`config.mk`:
```
export PLATFORM = sky130hd
export DESIGN_NAME = hps_io_top
export DESIGN_NICKNAME = d
export VERILOG_FILES = /design/src/rtl/hps_pkg.sv /design/src/rtl/ps2_host_if.sv /design/src/rtl/hps_cmd_decoder.sv /design/src/rtl/ps2_clk_gen.sv /design/src/rtl/ps2_device.sv /design/src/rtl/hps_io_top.sv
export VERILOG_INCLUDE_DIRS = /design/src /design/src/include
export SDC_FILE = /design/constraint.sdc
export NUM_CORES = 1
export LEC_CHECK = 0
export BUFFER_PORTS_ARGS = -buffer_cell sky130_fd_sc_hd__buf_2
export CORE_MARGIN = 4
export CORE_UTILIZATION = 50
export CTS_CLUSTER_DIAMETER = 80
export CTS_CLUSTER_SIZE = 25
export DETAILED_ROUTE_END_ITERATION = 8
export GPL_ROUTABILITY_DRIVEN = 0
export PLACE_DENSITY = 0.67
export SYNTH_ARGS = -nofsm -noshare
export SYNTH_HDL_FRONTEND = slang
export SYNTH_SLANG_ARGS = --single-unit
```
`constraint.sdc`:
```
create_clock -name clk_100 -period 7.07 [get_ports clk_100]
set_input_delay 0 -clock clk_100 [delete_from_list [all_inputs] [get_ports clk_100]]
set_output_delay 0 -clock clk_100 [all_outputs]
set_load 0.02 [all_outputs]
```
`src/include/hps_config.svh`:
```
`ifndef HPS_CONFIG_SVH
`define HPS_CONFIG_SVH

// clk_100 cycles per half period of the ps2 clock
`define HPS_PS2_DIV 4

// log2 of the ps2 fifo depth
`define HPS_FIFO_BITS 4

// core configuration string, first character is read first
`define HPS_CONF_STR "CORE;V1;"
`define HPS_CONF_LEN 8

// host command codes
`define HPS_CMD_CFG    16'h0001
`define HPS_CMD_JOY0   16'h0002
`define HPS_CMD_JOY1   16'h0003
`define HPS_CMD_MOUSE  16'h0004
`define HPS_CMD_KBD    16'h0005
`define HPS_CMD_CONF   16'h0014
`define HPS_CMD_STATUS 16'h001e
`define HPS_CMD_LEDS   16'h001f
`define HPS_CMD_PS2RD  16'h0021

`endif

```
`src/rtl/hps_pkg.sv`:
```
`default_nettype none

package hps_pkg;

	// host bus word
	typedef logic [15:0] hps_word_t;

	// one ps2 byte
	typedef logic [7:0] ps2_byte_t;

	// host read word, has_data on top
	typedef logic [8:0] ps2_rdata_t;

	typedef logic [31:0] status_t;

	typedef enum logic [2:0] {
		tx_idle,
		tx_start,
		tx_data,
		tx_parity,
		tx_stop,
		tx_done
	} ps2_tx_state_t;

	typedef enum logic [2:0] {
		rx_idle,
		rx_ack_start,
		rx_shift,
		rx_wait_stop,
		rx_ack
	} ps2_rx_state_t;

endpackage

`default_nettype wire

```
`src/rtl/ps2_host_if.sv`:
```
`timescale 1ns/1ps
`default_nettype none

interface ps2_host_if
	import hps_pkg::*;
();

	// byte pushed into the device fifo
	ps2_byte_t  wdata;
	logic       we;

	// received byte with its has_data flag
	ps2_rdata_t rdata;
	logic       rd;

	modport cmd (
		output wdata,
		output we,
		output rd,
		input  rdata
	);

	modport dev (
		input  wdata,
		input  we,
		input  rd,
		output rdata
	);

endinterface

`default_nettype wire

```
`src/rtl/hps_cmd_decoder.sv`:
```
`timescale 1ns/1ps
`default_nettype none

`include "hps_config.svh"

module hps_cmd_decoder
	import hps_pkg::*;
(
	input  logic        clk_100,
	input  logic        reset,
	input  logic        io_enable,
	input  logic        io_strobe,
	input  hps_word_t   io_din,
	output hps_word_t   io_dout,
	output logic [1:0]  buttons,
	output hps_word_t   joystick_0,
	output hps_word_t   joystick_1,
	output status_t     status,
	ps2_host_if.cmd     kbd,
	ps2_host_if.cmd     mouse
);

	localparam logic [8*`HPS_CONF_LEN-1:0] conf_str = `HPS_CONF_STR;

	hps_word_t  cmd;
	logic [9:0] byte_cnt;
	logic [7:0] cfg;

	assign buttons = cfg[1:0];

	//////////////////////////////////////////////////
	// command decode
	//////////////////////////////////////////////////

	always_ff @(posedge clk_100) begin
		if (reset) begin
			cmd        <= '0;
			byte_cnt   <= '0;
			io_dout    <= '0;
			cfg        <= '0;
			joystick_0 <= '0;
			joystick_1 <= '0;
			status     <= '0;
			kbd.we     <= 1'b0;
			kbd.rd     <= 1'b0;
			mouse.we   <= 1'b0;
			mouse.rd   <= 1'b0;
		end else begin
			// one-cycle pulses
			kbd.we   <= 1'b0;
			kbd.rd   <= 1'b0;
			mouse.we <= 1'b0;
			mouse.rd <= 1'b0;

			if (!io_enable) begin
				byte_cnt <= '0;
				io_dout  <= '0;
			end else if (io_strobe) begin
				io_dout <= '0;
				// count saturates on long transfers
				if (~&byte_cnt)
					byte_cnt <= byte_cnt + 1'b1;

				if (byte_cnt == '0) begin
					cmd <= io_din;
				end else begin
					case (cmd)
						`HPS_CMD_CFG:  cfg        <= io_din[7:0];
						`HPS_CMD_JOY0: joystick_0 <= io_din;
						`HPS_CMD_JOY1: joystick_1 <= io_din;
						`HPS_CMD_MOUSE: begin
							mouse.wdata <= io_din[7:0];
							mouse.we    <= 1'b1;
						end
						`HPS_CMD_KBD: begin
							kbd.wdata <= io_din[7:0];
							kbd.we    <= 1'b1;
						end
						`HPS_CMD_CONF: begin
							// word n returns character n, zero past the end
							if (byte_cnt <= 10'(`HPS_CONF_LEN))
								io_dout <= {8'h00,
									conf_str[8*(`HPS_CONF_LEN - int'(byte_cnt)) +: 8]};
						end
						`HPS_CMD_STATUS: begin
							if (byte_cnt == 10'd1)
								status[15:0] <= io_din;
							else if (byte_cnt == 10'd2)
								status[31:16] <= io_din;
						end
						`HPS_CMD_LEDS: io_dout <= 16'h0100;
						`HPS_CMD_PS2RD: begin
							if (byte_cnt == 10'd1) begin
								io_dout <= {7'd0, kbd.rdata};
								kbd.rd  <= 1'b1;
							end else if (byte_cnt == 10'd2) begin
								io_dout  <= {7'd0, mouse.rdata};
								mouse.rd <= 1'b1;
							end
						end
						default: ;
					endcase
				end
			end
		end
	end

	// host only strobes inside an enabled command
	a_strobe_in_enable: assert property (
		@(posedge clk_100) disable iff (reset) io_strobe |-> io_enable
	);

endmodule

`default_nettype wire

```
`src/rtl/ps2_clk_gen.sv`:
```
`timescale 1ns/1ps
`default_nettype none

`include "hps_config.svh"

module ps2_clk_gen (
	input  logic clk_100,
	input  logic reset,
	output logic ps2_clk
);

	localparam int div      = `HPS_PS2_DIV;
	localparam int cnt_bits = (div > 1) ? $clog2(div) : 1;

	logic [cnt_bits-1:0] div_cnt;

	// toggle level, sampled as a clock enable by the devices
	always_ff @(posedge clk_100) begin
		if (reset) begin
			div_cnt <= '0;
			ps2_clk <= 1'b0;
		end else if (div_cnt == cnt_bits'(div - 1)) begin
			div_cnt <= '0;
			ps2_clk <= ~ps2_clk;
		end else begin
			div_cnt <= div_cnt + 1'b1;
		end
	end

endmodule

`default_nettype wire

```
`src/rtl/ps2_device.sv`:
```
`timescale 1ns/1ps
`default_nettype none

`include "hps_config.svh"

module ps2_device
	import hps_pkg::*;
(
	input  logic    clk_100,
	input  logic    reset,
	ps2_host_if.dev host,
	input  logic    ps2_clk,
	input  logic    ps2_clk_in,
	input  logic    ps2_data_in,
	output logic    ps2_clk_out,
	output logic    ps2_data_out
);

	localparam int fb = `HPS_FIFO_BITS;

	ps2_byte_t     fifo [0:(1<<fb)-1];
	logic [fb:0]   wptr;
	logic [fb:0]   rptr;
	logic          fifo_empty;
	logic          fifo_full;

	ps2_tx_state_t tx_state;
	ps2_rx_state_t rx_state;
	ps2_byte_t     tx_byte;
	logic          tx_par;
	logic [3:0]    tx_cnt;
	logic [1:0]    idle_cnt;
	ps2_byte_t     rx_byte;
	logic [3:0]    rx_cnt;
	logic          has_data;

	logic          c1, c2, d1;
	logic          old_clk;
	logic          clk_rise;
	logic          clk_fall;
	logic          lines_idle;
	logic          tx_busy;
	logic          rx_busy;

	assign fifo_empty = (wptr == rptr);
	assign fifo_full  = (wptr[fb] != rptr[fb]) && (wptr[fb-1:0] == rptr[fb-1:0]);
	assign clk_rise   = ~old_clk & ps2_clk;
	assign clk_fall   = old_clk & ~ps2_clk;
	assign lines_idle = c2 & c1 & d1;
	assign tx_busy    = tx_state inside {tx_start, tx_data, tx_parity, tx_stop};
	// receiver drives the clock once past the start
	assign rx_busy    = rx_state inside {rx_shift, rx_wait_stop, rx_ack};
	assign host.rdata = {has_data, rx_byte};

	// fifo storage
	always_ff @(posedge clk_100) begin
		if (host.we)
			fifo[wptr[fb-1:0]] <= host.wdata;
	end

	//////////////////////////////////////////////////
	// transmitter and receiver
	//////////////////////////////////////////////////

	always_ff @(posedge clk_100) begin
		if (reset) begin
			wptr <= '0;
			rptr <= '0;
			tx_state <= tx_idle;
			rx_state <= rx_idle;
			tx_cnt <= '0;
			rx_cnt <= '0;
			idle_cnt <= '0;
			rx_byte <= '0;
			has_data <= 1'b0;
			{c1, c2, d1} <= 3'b111;
			old_clk <= 1'b0;
			ps2_clk_out <= 1'b1;
			ps2_data_out <= 1'b1;
		end else begin
			if (host.we)
				wptr <= wptr + 1'b1;
			if (host.rd)
				has_data <= 1'b0;

			c1 <= ps2_clk_in;
			c2 <= c1;
			d1 <= ps2_data_in;
			old_clk <= ps2_clk;

			// host released its clock with data held low
			if (rx_state == rx_idle && tx_state == tx_idle && ~c2 && c1 && ~d1)
				rx_state <= rx_ack_start;

			if (clk_rise) begin
				ps2_clk_out <= 1'b1;
				if (rx_state != rx_idle) begin
					case (rx_state)
						rx_ack_start: begin
							rx_state <= rx_shift;
							rx_cnt <= '0;
						end
						rx_shift: begin
							// lsb first, the ninth edge skips parity
							if (rx_cnt <= 4'd7)
								rx_byte <= {d1, rx_byte[7:1]};
							else
								rx_state <= rx_wait_stop;
							rx_cnt <= rx_cnt + 1'b1;
						end
						rx_wait_stop: begin
							if (d1) begin
								rx_state <= rx_ack;
								ps2_data_out <= 1'b0;
							end
						end
						default: begin
							ps2_data_out <= 1'b1;
							has_data <= 1'b1;
							rx_state <= rx_idle;
						end
					endcase
				end else begin
					case (tx_state)
						tx_idle: begin
							if (!lines_idle) begin
								idle_cnt <= '0;
							end else if (idle_cnt != 2'd3) begin
								idle_cnt <= idle_cnt + 1'b1;
							end else if (!fifo_empty) begin
								tx_byte <= fifo[rptr[fb-1:0]];
								rptr <= rptr + 1'b1;
								tx_par <= 1'b1;
								idle_cnt <= '0;
								tx_state <= tx_start;
								// start bit
								ps2_data_out <= 1'b0;
							end
						end
						tx_start, tx_data: begin
							if (tx_state == tx_data && tx_cnt == 4'd8) begin
								ps2_data_out <= tx_par;
								tx_state <= tx_parity;
							end else begin
								ps2_data_out <= tx_byte[0];
								tx_byte <= {1'b0, tx_byte[7:1]};
								tx_par <= tx_par ^ tx_byte[0];
								tx_cnt <= (tx_state == tx_start) ? 4'd1 : tx_cnt + 1'b1;
								tx_state <= tx_data;
							end
						end
						tx_parity: begin
							ps2_data_out <= 1'b1;
							tx_state <= tx_stop;
						end
						tx_stop: tx_state <= tx_done;
						default: tx_state <= tx_idle;
					endcase
				end
			end

			if (clk_fall)
				ps2_clk_out <= !(tx_busy || rx_busy);
		end
	end

	a_tx_rx_exclusive: assert property (
		@(posedge clk_100) disable iff (reset)
		!((tx_state != tx_idle) && (rx_state != rx_idle))
	);

	// no back-pressure, a push into a full fifo loses the byte
	a_no_overflow: assert property (
		@(posedge clk_100) disable iff (reset) host.we |-> !fifo_full
	);

endmodule

`default_nettype wire

```
`src/rtl/hps_io_top.sv`:
```
`timescale 1ns/1ps
`default_nettype none

module hps_io_top
	import hps_pkg::*;
(
	input  logic       clk_100,
	input  logic       reset,
	input  logic       io_enable,
	input  logic       io_strobe,
	input  hps_word_t  io_din,
	output hps_word_t  io_dout,
	output logic [1:0] buttons,
	output hps_word_t  joystick_0,
	output hps_word_t  joystick_1,
	output status_t    status,
	output logic       ps2_kbd_clk_out,
	output logic       ps2_kbd_data_out,
	output logic       ps2_mouse_clk_out,
	output logic       ps2_mouse_data_out,
	input  logic       ps2_kbd_clk_in,
	input  logic       ps2_kbd_data_in,
	input  logic       ps2_mouse_clk_in,
	input  logic       ps2_mouse_data_in
);

	logic ps2_clk;

	ps2_host_if kbd_if ();
	ps2_host_if mouse_if ();

	hps_cmd_decoder u_cmd_decoder (
		.clk_100    (clk_100),
		.reset      (reset),
		.io_enable  (io_enable),
		.io_strobe  (io_strobe),
		.io_din     (io_din),
		.io_dout    (io_dout),
		.buttons    (buttons),
		.joystick_0 (joystick_0),
		.joystick_1 (joystick_1),
		.status     (status),
		.kbd        (kbd_if.cmd),
		.mouse      (mouse_if.cmd)
	);

	// one bit clock shared by both devices
	ps2_clk_gen u_ps2_clk_gen (
		.clk_100 (clk_100),
		.reset   (reset),
		.ps2_clk (ps2_clk)
	);

	ps2_device u_keyboard (
		.clk_100      (clk_100),
		.reset        (reset),
		.host         (kbd_if.dev),
		.ps2_clk      (ps2_clk),
		.ps2_clk_in   (ps2_kbd_clk_in),
		.ps2_data_in  (ps2_kbd_data_in),
		.ps2_clk_out  (ps2_kbd_clk_out),
		.ps2_data_out (ps2_kbd_data_out)
	);

	ps2_device u_mouse (
		.clk_100      (clk_100),
		.reset        (reset),
		.host         (mouse_if.dev),
		.ps2_clk      (ps2_clk),
		.ps2_clk_in   (ps2_mouse_clk_in),
		.ps2_data_in  (ps2_mouse_data_in),
		.ps2_clk_out  (ps2_mouse_clk_out),
		.ps2_data_out (ps2_mouse_data_out)
	);

endmodule

`default_nettype wire

```
# After elaboration in Yosys (flattened, before gate mapping)
# Memory sizes are Yosys's and may differ from the RTL's. A register that Yosys moved wholly into a read port is not among the register bits.
# Index checks and enable logic that the tools add are counted.
# Widths: inputs -> output; s select.
[totals] reg_bits=230 ramBits=256 in_bits=24 output_inout_bits=86 n_memories=2
[classes] addsub=13 magnitude_cmp=3 eq_ne=54 shift=1 mux=96 bitwise=29 n_reduce_logical=69
[mem_list] memory="u_keyboard.fifo" words=16 word_bits=8 read_ports=1 rd_ports_with_merged_regs=1 write_ports=1 line="ps2_device.sv:21" rtl="ps2_byte_t fifo [0:(1<<fb)-1];"
[mem_list] memory="u_mouse.fifo" words=16 word_bits=8 read_ports=1 rd_ports_with_merged_regs=1 write_ports=1 line="ps2_device.sv:21"
[ops] operator="$mux 8" n=9
[ops] operator="$shiftx 64x32->8 const A" n=1
[ops] operator="$eq 16x5->1 const B" n=3
[ops] operator="$mux 3" n=16
[ops] operator="$pmux 16 s3" n=1
[ops] operator="$mux 1" n=41
[ops] operator="$reduce_and 4->1" n=9
[ops] operator="$eq 16x2->1 const B" n=2
[ops] operator="$eq 16x3->1 const B" n=2
[ops] operator="$mux 16" n=2
[ops] operator="$pmux 8 s2" n=2
[ops] operator="$reduce_and 5->1" n=5
[ops] operator="$eq 3x2->1 const B" n=8
[ops] operator="$mux 4" n=6
[ops] operator="$pmux 3 s4" n=2
[ops] operator="$not 1->1" n=21
[ops] operator="$add 5x1->5 const B" n=4
[ops] operator="$ne 2x2->1 const B" n=10
[ops] operator="$ne 3x3->1 const B" n=6
[ops] operator="$pmux 3 s3" n=2
[ops] operator="$reduce_and 6->1" n=3
[ops] operator="$add 4x1->4 const B" n=4
[ops] operator="$eq 16x1->1 const B" n=1
[ops] operator="$eq 16x6->1 const B" n=1
[ops] operator="other kinds (39)" n=104

# Logic depth before layout (Yosys ltp)
# Gate-level depths: netlist of run 1.
[depth] depth_word=10 mapped_depth=9 depth_no_buf=7

# Hierarchy
# From an unflattened synthesis of run 1, not the netlist that was laid out.
[unflattened] cells_unflattened=1499 hier_area_um2=20216.9
[by_module_without_submodules] mod="ps2_device (u_mouse)" instances=1 cells_per_inst=499 area_each_um2=7594.8 seq_area_each_um2=5014.8
[by_module_without_submodules] mod="ps2_device (u_keyboard)" instances=1 cells_per_inst=505 area_each_um2=7589.8 seq_area_each_um2=5014.8
[by_module_without_submodules] mod="hps_cmd_decoder" instances=1 cells_per_inst=487 area_each_um2=4934.7 seq_area_each_um2=2582.5
[by_module_without_submodules] mod="ps2_clk_gen" instances=1 cells_per_inst=8 area_each_um2=97.6 seq_area_each_um2=60.1

# Worst setup path after synthesis of run 1
# OpenSTA, ideal clock, no wires.
[synth_timing] path_type="reg2reg" startpoint="reg u_cmd_decoder.byte_cnt[0]" endpoint="reg u_cmd_decoder.kbd.wdata[0] (enable)" setup_time_ps=395 t_arrival_ps=2174 required_time_ps=6675 path_slack_ps=4502 path_stages_with_launch=7 period_less_slack_ps=2568 path_cell_list="dfxtp_1 inv_1 ha_1 clkbuf_1 inv_1 o31ai_1 nor4_1"
[synth_between] elab_chain_cells=3
[synth_rtl] element="start: declaration" line="hps_cmd_decoder.sv:26" rtl="logic [9:0] byte_cnt;"
[synth_rtl] element="start signal: assignment" line="hps_cmd_decoder.sv:62" rtl="byte_cnt <= byte_cnt + 1'b1;"
[synth_rtl] element="$logic_not 10->1" line="hps_cmd_decoder.sv:64" rtl="if (byte_cnt == '0) begin"
[synth_rtl] element="$not 1->1 (no source line)"
[synth_rtl] element="$reduce_and 5->1 (no source line)"
[synth_rtl] element="end: declaration" line="ps2_host_if.sv:17" rtl="output wdata,"
# Every way passes these cells.
# A chain may end at the register's enable or synchronous reset.

# Worst setup path after layout of run 1
[layout_timing] startpoint="reg u_keyboard.rx_state[1]" endpoint="reg u_keyboard.tx_byte[5] (enable)"
[layout_between] elab_chain_cells=3
[layout_rtl] element="start: declaration" line="ps2_device.sv:28" rtl="ps2_rx_state_t rx_state;"
[layout_rtl] element="start signal: assignment" line="ps2_device.sv:70" rtl="rx_state <= rx_idle;"
[layout_rtl] element="start signal: assignment" line="ps2_device.sv:93" rtl="rx_state <= rx_ack_start;"
[layout_rtl] element="start signal: assignment" line="ps2_device.sv:100" rtl="rx_state <= rx_shift;"
[layout_rtl] element="$reduce_bool 3->1" line="ps2_device.sv:97" rtl="if (rx_state != rx_idle) begin"
[layout_rtl] element="$not 1->1 (no source line)"
[layout_rtl] element="$reduce_and 8->1 (no source line)"
[layout_rtl] element="end signal: assignment" line="ps2_device.sv:131" rtl="tx_byte <= fifo[rptr[fb-1:0]];"
[layout_rtl] element="end signal: assignment" line="ps2_device.sv:146" rtl="tx_byte <= {1'b0, tx_byte[7:1]};"
[layout_rtl] element="end: declaration" line="ps2_device.sv:29" rtl="ps2_byte_t tx_byte;"
# Every way passes these cells.

==> results of run 1 <==
worst max-delay path: cells and delay by family, from the launching register on:
family / cells / cell delay [ps]
compound gates: 3 / 1450
flops: 1 / 600
simple gates: 2 / 680
how the worst max path moves through the flow:
stage / to / from
4_1_cts: u_keyboard.tx_byte[7] / u_keyboard.rx_state[1]
3_5_place_dp: u_keyboard.tx_byte[7] / u_keyboard.rx_state[1]
6_report: u_keyboard.tx_byte[5] / u_keyboard.rx_state[1]
3_3_place_gp: u_keyboard.tx_byte[6] / u_keyboard.rx_state[1]
5_1_grt: u_keyboard.tx_byte[1] / u_keyboard.rx_state[1]
2_1_floorplan: u_cmd_decoder.kbd.wdata[0] / u_cmd_decoder.byte_cnt[0]
area by class of cell:
cell class                      instances  area (um^2)
Clock buffer                           39          688
Clock inverter                          6         86.3
Fill cell                            3276        17700
Inverter                               18         67.6
Multi-Input combinational cell        954         6930
Sequential cell                       487        12700
Tap cell                              525          657
Timing Repair Buffer                  136          826
cells in the mapped netlist (18+ instances only):
| master | n | area (um^2) |
|---|---|---|
| clkbuf_1 | 73 | 274 |
| mux4_2 | 66 | 1490 |
| nor2_1 | 121 | 454 |
| xnor2_1 | 21 | 184 |
| nand2_1 | 142 | 533 |
| ha_1 | 25 | 313 |
| mux2i_1 | 54 | 541 |
| a21oi_1 | 108 | 541 |
| o21ai_0 | 43 | 215 |
| a211oi_1 | 21 | 158 |
| dfxtp_1 | 197 | 3940 |
| nand2b_1 | 26 | 163 |
| nor2b_1 | 21 | 131 |
| inv_1 | 18 | 67.6 |
| nand3_1 | 42 | 210 |
| and2_1 | 42 | 263 |
| edfxtp_1 | 290 | 8710 |
metrics by stage:
stage                     power, mW  setup WS, ps  std cells  cell area [um^2]  hold WS [ps]
after floorplan                3.16          4500       1554             20100          98.9
after global placement         3.20          4210       2097             20900           183
after detailed placement       3.20          4050       2097             20900           187
after CTS                      4.79          4010       2165             21900          95.1
after global routing           4.92          3810       2165             21900           123
final                          4.75          3950       2165             21900           140
power breakdown:
part	switching, mW	internal [mW]
Clock	0.900	0.700
Combinational	0.0999	0.0502
Sequential	0.0150	2.98
Total	1.01	3.73
registers in the layout, summed over array words and instances (netlist names), 9 cells and up, named ones only:
name / flops
u_mouse.fifo: 128
u_cmd_decoder.status: 32
u_cmd_decoder.cmd: 16
u_cmd_decoder.joystick_1: 16
u_keyboard.fifo: 128
u_cmd_decoder.io_dout: 9
u_cmd_decoder.byte_cnt: 10
u_cmd_decoder.joystick_0: 16
cells by family (layout without fill, tap and decap cells):
| kind of cell | after synthesis | count (layout) | share of synthesized area [%] |
|---|---|---|---|
| AO/OA/AOI/OAI | 245 | 245 | 7.51 |
| AND/OR/NAND/NOR | 509 | 509 | 12.9 |
| flip-flops | 487 | 487 | 63.2 |
| other | 1 | 7 | 0.0187 |
| buffers and inverters | 113 | 199 | 2.45 |
| adder cells (fa/ha/maj) | 25 | 25 | 1.56 |
| multiplexers | 134 | 134 | 10.9 |
| XOR/XNOR | 34 | 34 | 1.49 |
per-layer routing:
layer / track usage, % / up-vias / part of all wire (%)
li1: - / 5846 / -
met1: 27.0 / 6062 / 44
met2: 32.4 / 321 / 48
met3: 3.35 / 39 / 5.9
met4: 3.31 / 0 / 1.6
met5: 0 / - / 0
repair_timing:
action	CTS	global route
resized for setup	0	0
endpoints found under the hold margin	158	0
hold buffers	23	0
==> flow_summary_export.csv, run 1 <==
group,metric,value,unit
run_status,outcome,"completed",
cells_and_area,layout_commonest_cell,"edfxtp_1",
logic_synthesis,netlist_instances,1548,
die,rows,73,
cells_and_area,fin_util,55.3,%
die,ios,110,
worst_hold_path,hold_class,"in -> reg",
critical_path,worstSetupStartpointType,"register",
cells_and_area,drive_gt1_share,15.8,%
logic_synthesis,yosysUniqueCellTypes,76,
clock_network,path_clk_slew,100,ps
critical_path,cp_slowest_stage_delay,740,ps
clock_network,clock_latency,580,ps
logic_synthesis,synth.cell_area,0.0200,mm^2
critical_path,worstSetupPathType,"reg -> reg",
die,core_area,0.0396,mm^2
clock_network,clock_path_buffers,3,
die,die_y,208,um
clock_network,htreeDepth,1,
sta,setup_viol,0,
global_route,grt_pass1_vias,12000,
clock_network,clock_sinks,487,
sta,relSlewSlack,30.4,%
critical_path,endpoint_kind,"register",
die,dieArea,0.0433,mm^2
worst_hold_path,min_path_cells,3,
place,hpwl,28100,um
clock_network,root_buffer,"clkbuf_16",
logic_synthesis,ys_ff_latch,487,
routing,first_pass_iters,6,
critical_path,r2r_end,"u_keyboard.tx_byte[5]",
sta,finClkSkew,42.8,ps
sta,period_needed,3120,ps
critical_path,path_max_fanout,28,
worst_hold_path,hold_start,"ps2_kbd_data_in",
pwr,p_leak,7.49,nW
logic_synthesis,synthArstFlopShare,0,%
logic_synthesis,synth_ff_type,"edfxtp_1",
global_route,overflow,0,
critical_path,critical_path.cell_chain,"nor4b_2 -> o31ai_1 -> a211oi_1 -> nand2_1 -> a21oi_1",
global_route,grt_use_total,19.2,%
cells_and_area,finalNetCount,1671,
routing,wl_per_cell,19.7,um
die,die_width,208,um
critical_path,reg2reg_depth,5,
global_route,grt_pass1_wl,67500,um
routing,drt-total-wl,42700,um
sta,rsz0062_at_grt,"no",
critical_path,cp.arrival,3320,ps
global_route,grt_max_degree,102,
sta,fmax,321,MHz
clock_network,postCtsSetupBuffers,0,
critical_path,slowest_stage,"a21oi_1",
critical_path,reg2reg_slack,3950,ps
logic_synthesis,yosys_warnings,0,
cells_and_area,n_antenna_cell,0,
worst_hold_path,holdPathEnd,"u_keyboard.d1",
routing,drt_iter0_drc,936,
sta,slew_violations,0,
routing,vias,12300,
pwr,powerDensity,217,mW/mm^2
sta,finalCritPeriodShare,44.1,%
routing,antenna_left,0,
critical_path,critical_path_required,7270,ps
global_route,antenna_found_initial,0,
sta,hold_viol,0,
routing,drc,0,
sta,worst-slew-pin-transition,1040,ps
cells_and_area,layout_common_cells,"edfxtp_1 (290), dfxtp_1 (194), nand2_1 (142)",
die,start_util,50.5,%
logic_synthesis,synth_edf_count,290,
pwr,irDropWorstVdd,0.167,mV
place,io_buffer_count,102,
routing,vias_per_cell,5.67,
logic_synthesis,postSynthAreaPerCell,12.9,um^2
clock_network,cts_tree,"done",
logic_synthesis,ys_seq_area_share,63.2,%
cells_and_area,areaGrowthSynthToFinish,9.39,%
critical_path,r2r_start,"u_keyboard.rx_state[1]",
flow_run,maxCapViolations,0,
clock_network,cts_buffers,25,
sta,setup_tns,0,ps
Power figures use the tool's default switching activity.
==> run 2: changes to the inputs <==
--- a/config.mk
+++ b/config.mk
@@ -13,7 +13,7 @@
 export CTS_CLUSTER_SIZE = 25
 export DETAILED_ROUTE_END_ITERATION = 8
 export GPL_ROUTABILITY_DRIVEN = 0
-export PLACE_DENSITY = 0.67
+export PLACE_DENSITY = 0.7
 export SYNTH_ARGS = -nofsm -noshare
 export SYNTH_HDL_FRONTEND = slang
 export SYNTH_SLANG_ARGS = --single-unit
==> constraint.sdc (replaced) <==
create_clock -name clk_100 -period 2.7 [get_ports clk_100]
set_input_delay 0 -clock clk_100 [delete_from_list [all_inputs] [get_ports clk_100]]
set_output_delay 0 -clock clk_100 [all_outputs]
set_load 0.02 [all_outputs]
==> flow_summary_export.csv, run 2 (same netlist as run 1, synthesis figures left out) <==
group,metric,value,unit
routing,vias_per_cell,5.70,
critical_path,endpoint_kind,"register",
critical_path,worstSetupStartpointType,"register",
clock_network,path_clk_slew,90,ps
global_route,grt_use_total,19.3,%
place,placed_area,0.0212,mm^2
routing,antenna_left,0,
sta,relSlewSlack,49.6,%
critical_path,critPathCapture,"u_mouse.tx_cnt[3]",
die,start_util,50.5,%
sta,finalCritPeriodShare,89.2,%
flow_run,maxCapViolations,0,
routing,drt_iter0_drc,923,
cells_and_area,layout_commonest_cell,"edfxtp_1",
clock_network,clock_path_buffers,3,
clock_network,clock_sinks,487,
sta,worst-slew-pin-transition,749,ps
clock_network,cts_buffers,25,
sta,rsz0062_at_grt,"no",
sta,hold_viol,0,
pwr,p_leak,7.68,nW
cells_and_area,drive_gt1_share,17.7,%
sta,slew_violations,0,
critical_path,cp.arrival,2910,ps
die,rows,73,
cells_and_area,final_cell_area,0.0222,mm^2
routing,drc,0,
sta,period_needed,2410,ps
sta,setup_viol,0,
critical_path,r2r_end,"u_mouse.tx_cnt[3]",
die,die_y,208,um
cells_and_area,areaGrowthSynthToFinish,10.8,%
pwr,powerDensity,560,mW/mm^2
die,die_width,208,um
worst_hold_path,hold_start,"ps2_mouse_clk_in",
routing,wl_per_cell,19.6,um
critical_path,worstSetupStartpoint,"u_ps2_clk_gen.ps2_clk",
cells_and_area,n_fill_cell,3225,
cells_and_area,n_antenna_cell,0,
global_route,grt_max_degree,60,
routing,first_pass_iters,5,
critical_path,worstSetupPathType,"reg -> reg",
global_route,grt_pass1_vias,12200,
die,dieArea,0.0433,mm^2
critical_path,reg2reg_depth,6,
place,dpl_worst_slack,337,ps
cells_and_area,fin_util,56.0,%
clock_network,root_buffer,"clkbuf_16",
place,hpwl,28500,um
place,io_buffer_count,102,
critical_path,reg2reg_slack,290,ps
die,core_area,0.0396,mm^2
critical_path,path_max_fanout,7,
cells_and_area,finalNetCount,1707,
cells_and_area,layout_common_cells,"edfxtp_1 (290), dfxtp_1 (195), nand2_1 (142)",
sta,finClkSkew,16.7,ps
global_route,overflow,0,
global_route,grt_pass1_wl,68200,um
run_status,outcome,"completed",
critical_path,critical_path_required,3200,ps
sta,setup_slack,293,ps
critical_path,r2r_start,"u_ps2_clk_gen.ps2_clk",
clock_network,clock_latency,570,ps
routing,drt-total-wl,43000,um
pwr,irDropWorstVdd,0.514,mV
sta,setup_tns,0,ps
die,ios,110,
global_route,antenna_found_initial,2,
clock_network,cts_tree,"done",
routing,vias,12500,
sta,fmax,415,MHz
clock_network,htreeDepth,1,
worst_hold_path,hold_class,"in -> reg",
run 2: cell types whose count changed in the layout (fill, tap and decap cells not counted), sizes merged:
cell,delta
inv,+1
clkbuf,-4
buf,+36
clkinv,+2
run 2: where the power goes:
| part | total (mW) | internal [mW] | switching [mW] |
|---|---|---|---|
| clock | 4.16 | 1.79 | 2.37 |
| sequential | 7.84 | 7.81 | 0.0305 |
| combinational | 0.426 | 0.150 | 0.276 |
| total | 12.4 | 9.76 | 2.68 |
run 2: critical path: stages (launching register included):
cell and delay (ps):
dfxtp_1 380, ha_1 250, nor4b_1 400, o21ai_0 280, or2_0 370, or4_1 530
a21oi_1 140
run 2: cell type report:
class	count	area, um^2	share of cell area, %
clock buffers	35	664	2.99
clock inverters	9	90.1	0.406
inverters	18	67.6	0.305
multi-input cells	954	6930	31.2
flip-flops and latches	487	12700	57.0
well taps	525	657	2.96
repair buffers	172	1120	5.05
run 2: layer usage:
layer  wire length (um)  part of all wire, %  up-vias  GRT usage [%]
met5                  0                    0        -              0
met4                873                  2.0        0           3.96
met3               3110                  7.2       51           3.86
met2              20200                   47      350           31.4
met1              18900                   44     6199           27.5
li1                   -                    -     5937              -
run 2: stage by stage:
stage / total power, mW / hold WS (ps) / cells
after floorplan: 8.27 / 98.9 / 1554
after global placement: 8.40 / 188 / 2133
after detailed placement: 8.41 / 191 / 2133
after CTS: 12.5 / 144 / 2200
after global routing: 12.9 / 179 / 2200
final: 12.4 / 192 / 2200
run 2: worst min-delay path by stage:
stage	to	slack [ps]	depth (start not counted)
floorplan	u_cmd_decoder.kbd.wdata[0]	100	0
global placement	u_mouse.d1	190	2
detailed placement	u_mouse.d1	190	2
CTS	u_mouse.c1	140	3
global route	u_mouse.c1	180	3
finish	u_mouse.c1	190	3
run 2: what timing repair did:
action | CTS | global route
hold buffers | 23 | 0
endpoints found under the hold margin | 120 | 0
resized for setup | 0 | 0
setup buffers | 0 | 0
==> run 3: changes to the inputs <==
--- a/config.mk
+++ b/config.mk
@@ -8,12 +8,12 @@
 export LEC_CHECK = 0
 export BUFFER_PORTS_ARGS = -buffer_cell sky130_fd_sc_hd__buf_2
 export CORE_MARGIN = 4
-export CORE_UTILIZATION = 50
+export CORE_UTILIZATION = 29
 export CTS_CLUSTER_DIAMETER = 80
 export CTS_CLUSTER_SIZE = 25
 export DETAILED_ROUTE_END_ITERATION = 8
 export GPL_ROUTABILITY_DRIVEN = 0
-export PLACE_DENSITY = 0.7
+export SKIP_CTS_REPAIR_TIMING = 1
 export SYNTH_ARGS = -nofsm -noshare
 export SYNTH_HDL_FRONTEND = slang
 export SYNTH_SLANG_ARGS = --single-unit
==> flow_summary_export.csv, run 3 (same netlist as run 1, synthesis figures left out) <==
group,metric,value,unit
clock_network,cts_buffers,24,
clock_network,root_buffer,"clkbuf_16",
sta,hold_viol,0,
routing,drt-total-wl,46700,um
global_route,antenna_found_initial,1,
sta,rsz0062_at_grt,"no",
critical_path,worstSetupStartpointType,"register",
clock_network,htreeDepth,1,
die,ios,110,
clock_network,clock_path_buffers,3,
run_status,outcome,"completed",
critical_path,critical_path.cell_chain,"inv_1 -> ha_1 -> a311oi_1 -> nor4bb_2 -> buf_4 -> nand2_1 -> a21oi_1",
pwr,p_leak,7.65,nW
pwr,p_total,12.4,mW
global_route,grt_use_total,12.3,%
die,die_width,271,um
routing,vias_per_cell,4.83,
sta,period_needed,2450,ps
clock_network,clock_latency,570,ps
critical_path,worstSetupPathType,"reg -> reg",
sta,relSlewSlack,22.1,%
die,start_util,29.2,%
die,rows,96,
critical_path,cp_slowest_stage_delay,540,ps
global_route,grt_max_degree,97,
cells_and_area,fin_util,33.1,%
cells_and_area,layout_commonest_cell,"edfxtp_1",
routing,wl_per_cell,18.0,um
clock_network,path_clk_slew,100,ps
routing,first_pass_iters,5,
sta,setup_viol,0,
routing,drc,0,
clock_network,clock_sinks,487,
sta,finClkSkew,17.8,ps
critical_path,critical_path_required,3190,ps
cells_and_area,finalNetCount,1704,
sta,setup_tns,0,ps
routing,antenna_left,0,
global_route,grt_pass1_vias,12300,
cells_and_area,stdcell_count,2603,
cells_and_area,final_cell_area,0.0227,mm^2
die,die_y,271,um
cells_and_area,areaGrowthSynthToFinish,13.4,%
die,core_area,0.0686,mm^2
critical_path,critPathBufInv,2,
sta,worst-slew-pin-transition,1160,ps
critical_path,endpoint_kind,"register",
pwr,irDropWorstVdd,0.412,mV
place,hpwl,31900,um
critical_path,cp.arrival,2940,ps
clock_network,cts_tree,"done",
place,placed_area,0.0218,mm^2
global_route,grt_pass1_wl,72300,um
pwr,powerDensity,546,mW/mm^2
sta,fin_hold_ws,187,ps
cells_and_area,n_antenna_cell,0,
critical_path,path_max_fanout,16,
critical_path,cp_top_family,"compound AO/OA/AOI/OAI gates",
sta,fmax,407,MHz
critical_path,slowest_stage,"a311oi_1",
sta,finalCritPeriodShare,90.9,%
place,dpl_worst_slack,307,ps
worst_hold_path,hold_class,"in -> reg",
cells_and_area,drive_gt1_share,17.5,%
sta,slew_violations,0,
sta,setup_slack,246,ps
cells_and_area,layout_common_cells,"edfxtp_1 (290), dfxtp_1 (195), nand2_1 (142)",
cells_and_area,n_fill_cell,6797,
flow_run,maxCapViolations,0,
routing,vias,12600,
place,io_buffer_count,102,
die,dieArea,0.0733,mm^2
place,dp_cells,2537,
routing,drt_iter0_drc,950,
global_route,overflow,0,
## run 3: worst min-delay path: stages
cell and delay [ps]:
dlygate4sd3_1 530, buf_2 120, or2_2 90
## run 3: per-layer routing
metal	track usage, %	routed length [um]
met1	17.6	21600
met2	19.8	21900
met3	2.23	2500
met4	2.35	714
met5	0	0
## run 3: path summary, 6_finish.rpt
check | from | endpoint | slack, ps | depth (start not counted)
worst max register to register | u_cmd_decoder.byte_cnt[1] | u_cmd_decoder.joystick_1[4] | 250 | 7
worst min-delay path | ps2_kbd_clk_in | u_keyboard.c1 | 190 | 3
worst min register to register | u_ps2_clk_gen.div_cnt[0] | u_ps2_clk_gen.div_cnt[0] | 440 | 1
worst max-delay path | u_cmd_decoder.byte_cnt[1] | u_cmd_decoder.joystick_1[4] | 250 | 7
## run 3: layout make-up
cell class | count | area, um^2 | share of cell area [%]
inverters | 18 | 67.6 | 0.297
clock inverters | 5 | 52.6 | 0.231
clock buffers | 38 | 674 | 2.97
multi-input cells | 954 | 6940 | 30.6
well taps | 931 | 1160 | 5.13
flip-flops and latches | 487 | 12700 | 55.7
repair buffers | 170 | 1160 | 5.09
## run 3: report_power, final
group / switching (mW) / leakage [nW] / internal (mW)
Clock: 2.34 / 0.347 / 1.77
Sequential: 0.0348 / 4.20 / 7.81
Combinational: 0.294 / 3.11 / 0.155
Total: 2.67 / 7.65 / 9.74
